## src/design/ram_geom_pkg.sv

```systemverilog
// Geometry of the 16-kbit array: 512 words of 32 bits, no parity bits
// A narrow lane at bit address a*width always sits inside one word
// Widths below are fixed; port widths are derived from them per instance

package ram_geom_pkg;

   localparam int word_bits      = 32;                     // Storage word width
   localparam int word_count     = 512;                    // Words in the array
   localparam int byte_bits      = 8;                      // Byte write enable granule
   localparam int byte_count     = word_bits / byte_bits;  // Byte enables per word
   localparam int word_addr_bits = $clog2(word_count);     // Word index width
   localparam int lane_off_bits  = $clog2(word_bits);      // Bit offset inside a word

   // Full bit address, word index on top and lane offset below
   localparam int bit_addr_bits  = word_addr_bits + lane_off_bits;  // 14

   // Widths that carry a meaning across the modules
   typedef logic [word_bits-1:0]      word_t;       // One storage word
   typedef logic [word_addr_bits-1:0] word_addr_t;  // Word index
   typedef logic [lane_off_bits-1:0]  lane_off_t;   // Lane bit offset in a word
   typedef logic [byte_count-1:0]     byte_en_t;    // Write byte enables
   typedef logic [word_bits-1:0]      bit_mask_t;   // Per-bit write mask

endpackage

```

## src/design/read_lane_select.sv

```systemverilog
// Picks the read lane out of the latched word, optional output register
// With registers 1 the register loads only while regen_i is high
// With registers 0 the clock, reset and regen_i inputs have no effect
`timescale 1ns/10ps

module read_lane_select #(
   parameter int log2_width_rd = 5,  // Read width is 1 << log2_width_rd
   parameter int registers     = 0   // 1 adds the regen_i output register
) (
   input  logic                          rclk,       // Read port clock
   input  logic                          reset_i,    // Sync reset of the output register
   input  logic                          regen_i,    // Output register load enable
   input  ram_geom_pkg::word_t           rd_word_i,  // Latched word from the array
   input  ram_geom_pkg::lane_off_t       rd_off_i,   // Lane offset of that word
   output logic [(1 << log2_width_rd)-1:0] data_o    // Read data
);
   import ram_geom_pkg::*;

   localparam int rd_width = 1 << log2_width_rd;  // Read lane width in bits

   word_t               word_shifted;  // Requested lane moved to bit zero
   logic [rd_width-1:0] lane;          // Lane bits only

   assign word_shifted = rd_word_i >> rd_off_i;
   assign lane         = word_shifted[rd_width-1:0];  // Upper lanes dropped

   generate
      if (registers != 0) begin : g_out_reg
         logic [rd_width-1:0] out_q;  // Output register

         // One more rclk of latency, held while regen_i is low
         always_ff @(posedge rclk) begin
            if (reset_i) begin
               out_q <= '0;
            end else if (regen_i) begin
               out_q <= lane;
            end
         end

         assign data_o = out_q;
      end else begin : g_no_reg
         assign data_o = lane;  // Straight from the read latch
      end
   endgenerate

endmodule

```

## config.mk

```make
export PLATFORM = sky130hd
export DESIGN_NAME = read_lane_select
export DESIGN_NICKNAME = d
export VERILOG_FILES = /design/src/design/ram_geom_pkg.sv /design/src/design/read_lane_select.sv
export SDC_FILE = /design/constraint.sdc
export NUM_CORES = 1
export LEC_CHECK = 0
export BUFFER_PORTS_ARGS = -buffer_cell sky130_fd_sc_hd__buf_4
export CORE_UTILIZATION = 27
export DETAILED_ROUTE_END_ITERATION = 10
export PLACE_DENSITY = 0.6
export SLEW_MARGIN = 20
export SYNTH_ARGS = -nofsm -noshare
export SYNTH_HDL_FRONTEND = slang
export SYNTH_SLANG_ARGS = --single-unit
```

## constraint.sdc

```tcl
create_clock -name vclk -period 3
set_input_delay 0.45 -clock vclk [all_inputs]
set_output_delay 0.45 -clock vclk [all_outputs]
set_load 0.005 [all_outputs]
```

== Word-level counts from Yosys, hierarchy flattened ==
Index checks and enable logic that the tools add are counted.

* Shift operators: 1

{| class="wikitable"
|+ Operator list
! cell !! number
|-
| $shr A32 B5 Y32 || 1
|}

* Output and inout bits: 32
* Flip-flop bits (word level): 0
* Word-level logic and storage cells: 1
* Input port bits: 40

== Depth between registers and ports, before layout ==
* Word-level depth: 1
* Depth in mapped cells: 7
* Depth with buffers taken out: 4

== Least setup slack after synthesis ==
No wires, ideal clock.

* Path kind: in2out
* Start: in rd_off_i[0]
* End: out data_o[1]
* Slack: 0.589 ns
* Path buffers: 1
* Stages on the path: 4
* Data required time: 2.550 ns
* Data arrival time: 1.961 ns
* Path through: buf_6 mux4_2 mux4_2 a221o_1

* Cells in the longest elaborated chain, start to end: 1

{| class="wikitable"
|+ RTL lines
! element !! line !! RTL
|-
| start, declared || read_lane_select.sv:14 || <nowiki>input ram_geom_pkg::lane_off_t rd_off_i,</nowiki>
|-
| $shr A32 B5 Y32 || read_lane_select.sv:24 || <nowiki>assign word_shifted = rd_word_i >> rd_off_i;</nowiki>
|-
| end, declared || read_lane_select.sv:15 || <nowiki>output logic [(1 << log2_width_rd)-1:0] data_o</nowiki>
|}

Every way passes these cells.

== Worst setup path after layout ==
Ends and elaborated chain as after synthesis.

==> results.py <==
metrics = {
    "timing": {
        "fmaxAchievable_mhz": 361,
        "period_minus_slack_ps": 2770,
        "max-slew-margin-rel": 0.657,
        "hold_viol": 0,
        "setup_tns_ps": 0,
        "slew_violations": 0,
        "setup_violations": 0,
        "worst_slew_pin_slew_ps": 501,
        "post-route-period-util": 0.924,
        "rsz0062_at_grt": "no",
    },
    "cells_and_area": {
        "final_layout_size_suffix_gt1_frac": 0.485,
        "seq_cells": 0,
        "regArea_um2": 0,
        "fin_util": 0.376,
        "syn_to_final_growth_pct": 34.8,
        "nNetsFinal": 277,
        "clock_buffers": 0,
        "diodes": 0,
    },
    "route": {
        "vias": 1866,
        "drc": 0,
        "drt-total-wl_um": 5760,
        "wl_per_cell_um": 18.6,
        "drtIter0Drc": 203,
        "antenna_left": 0,
        "viasPerCell": 6.02,
        "dr.pass1.iters": 5,
    },
    "setup_path": {
        "required_ps": 2550,
        "start_kind": "input port",
        "worstPathMaxFanout": 11,
        "worst_setup_path_end_kind": "primary output",
        "critPathArrivalTime_ps": 2320,
        "path_class": "in -> out",
    },
    "floorplanning": {
        "io_pins": 72,
        "core-area_um2": 5890,
        "dieHeight_um": 80.0,
        "dieArea_um2": 6400,
        "dieWidth_um": 80.0,
        "rows": 28,
        "start_util": 0.279,
    },
    "synthesis": {
        "ys_types": 46,
        "synth_top_family_by_area": "multiplexers",
        "syn_area_per_cell_um2": 9.12,
        "synth.cell_area_um2": 1640,
        "syn_nets": 220,
        "seq_area_frac_synth": 0,
        "yosys_warnings": 0,
        "yosys.area_share.adder": 0,
        "synth_mux_area_frac": 0.550,
        "yosys.area_share.simple": 0.166,
        "synth_xor_area_frac": 0,
        "synth_compound_area_frac": 0.220,
        "syn_inst": 180,
    },
    "placement": {
        "io_buffers": 69,
        "routabilityCongestion": 0.943,
        "dp_hpwl_um": 4610,
    },
    "run": {
        "max_cap_viol_count": 0,
    },
    "global_route": {
        "antenna_found_initial": 0,
        "grt_pass1_wl_um": 8870,
        "grt_max_degree": 23,
        "grt_use_total": 0.176,
        "gr-total-overflow": 0,
        "grt_pass1_vias": 1672,
    },
    "outcome": {
        "status": "finished, final reports clean",
    },
    "worst_hold_path": {
        "hold_path_class": "in -> out",
        "min_delay_path_depth": 3,
    },
    "power": {
        "p_leak_nw": 0.915,
        "irDropWorstVdd_mv": 0.0954,
        "p_total_mw": 0.412,
        "power.density_nw_per_um2": 186,
    },
    "clock_tree": {
        "postCtsSetupBuffers": 0,
        "cts-resized-gates": 0,
        "ctsHoldBuffers": 0,
    },
}
-- stage by stage --
step	cells	hold WS (ps)	instance area, um2	worst slack [ps]
after floorplan	180	1060	1640	589
after CTS	310	1280	2210	226
after detailed placement	310	1280	2210	226
after global routing	310	1310	2210	170
final	310	1280	2210	228
after global placement	310	1280	2210	258
-- cell usage after synthesis, types with 3 or more instances --
cell type | number | share of area
a211oi_1 | 4 | 0.018
a21oi_1 | 3 | 0.0091
a22oi_1 | 6 | 0.027
a32oi_1 | 3 | 0.016
and2_1 | 3 | 0.011
buf_2 | 6 | 0.018
clkbuf_1 | 9 | 0.021
inv_1 | 3 | 0.0069
mux2_2 | 8 | 0.055
mux2i_1 | 16 | 0.098
mux4_2 | 29 | 0.40
nand2_1 | 14 | 0.032
nand3b_1 | 3 | 0.014
nor2_1 | 23 | 0.053
nor3_1 | 3 | 0.0091
o211ai_1 | 3 | 0.014
o22ai_1 | 3 | 0.011
o2bb2ai_1 | 3 | 0.016
or3_1 | 3 | 0.011
-- worst max-delay path: stages --
cell,delay [ps]
buf_4,210
mux4_2,580
mux4_2,540
a221o_1,390
buf_4,140
-- where the power goes --
group / total, mW / switching, mW / internal [mW]
combinational: 0.412 / 0.195 / 0.216
sequential: 0 / 0 / 0
clock: 0 / 0 / 0
-- per-layer routing --
layer	global-route usage	part of all wire
met4	0.0196	0.0061
met5	0	0
met1	0.259	0.45
met2	0.280	0.45
met3	0.0251	0.089
-- placed cells by master (no fill, tap or decap), types with 2 or more instances in the layout --
master	n
and2_1	3
a211o_1	2
nand2_1	14
mux2i_1	16
a22oi_1	6
inv_1	3
mux4_2	29
a22o_1	2
buf_4	73
o31ai_1	2
a221o_1	2
nand3b_1	3
nor3_1	3
nor2_1	23
a211oi_1	4
a21oi_1	3
o21ai_1	2
o2bb2ai_1	3
a32oi_1	3
or3_1	3
or2_2	2
o221ai_1	2
o22ai_1	3
o211ai_1	3
mux2_2	8
-- worst paths after layout --
check | start | endpoint | slack [ps]
worst max-delay path | rd_off_i[0] | data_o[1] | 230
worst min-delay path | rd_off_i[4] | data_o[22] | 1280
-- layout make-up --
class              count  area, um2
fillers              620       3670
repair buffers        74        568
well taps             75       93.8
inverters              4       15.0
multi-input cells    157       1540
-- kinds of logic after synthesis --
group           Yosys count
buf+inv                  23
compound gates           46
mux                      53
simple gates             58
No activity file was read; power rests on OpenSTA's default activity.
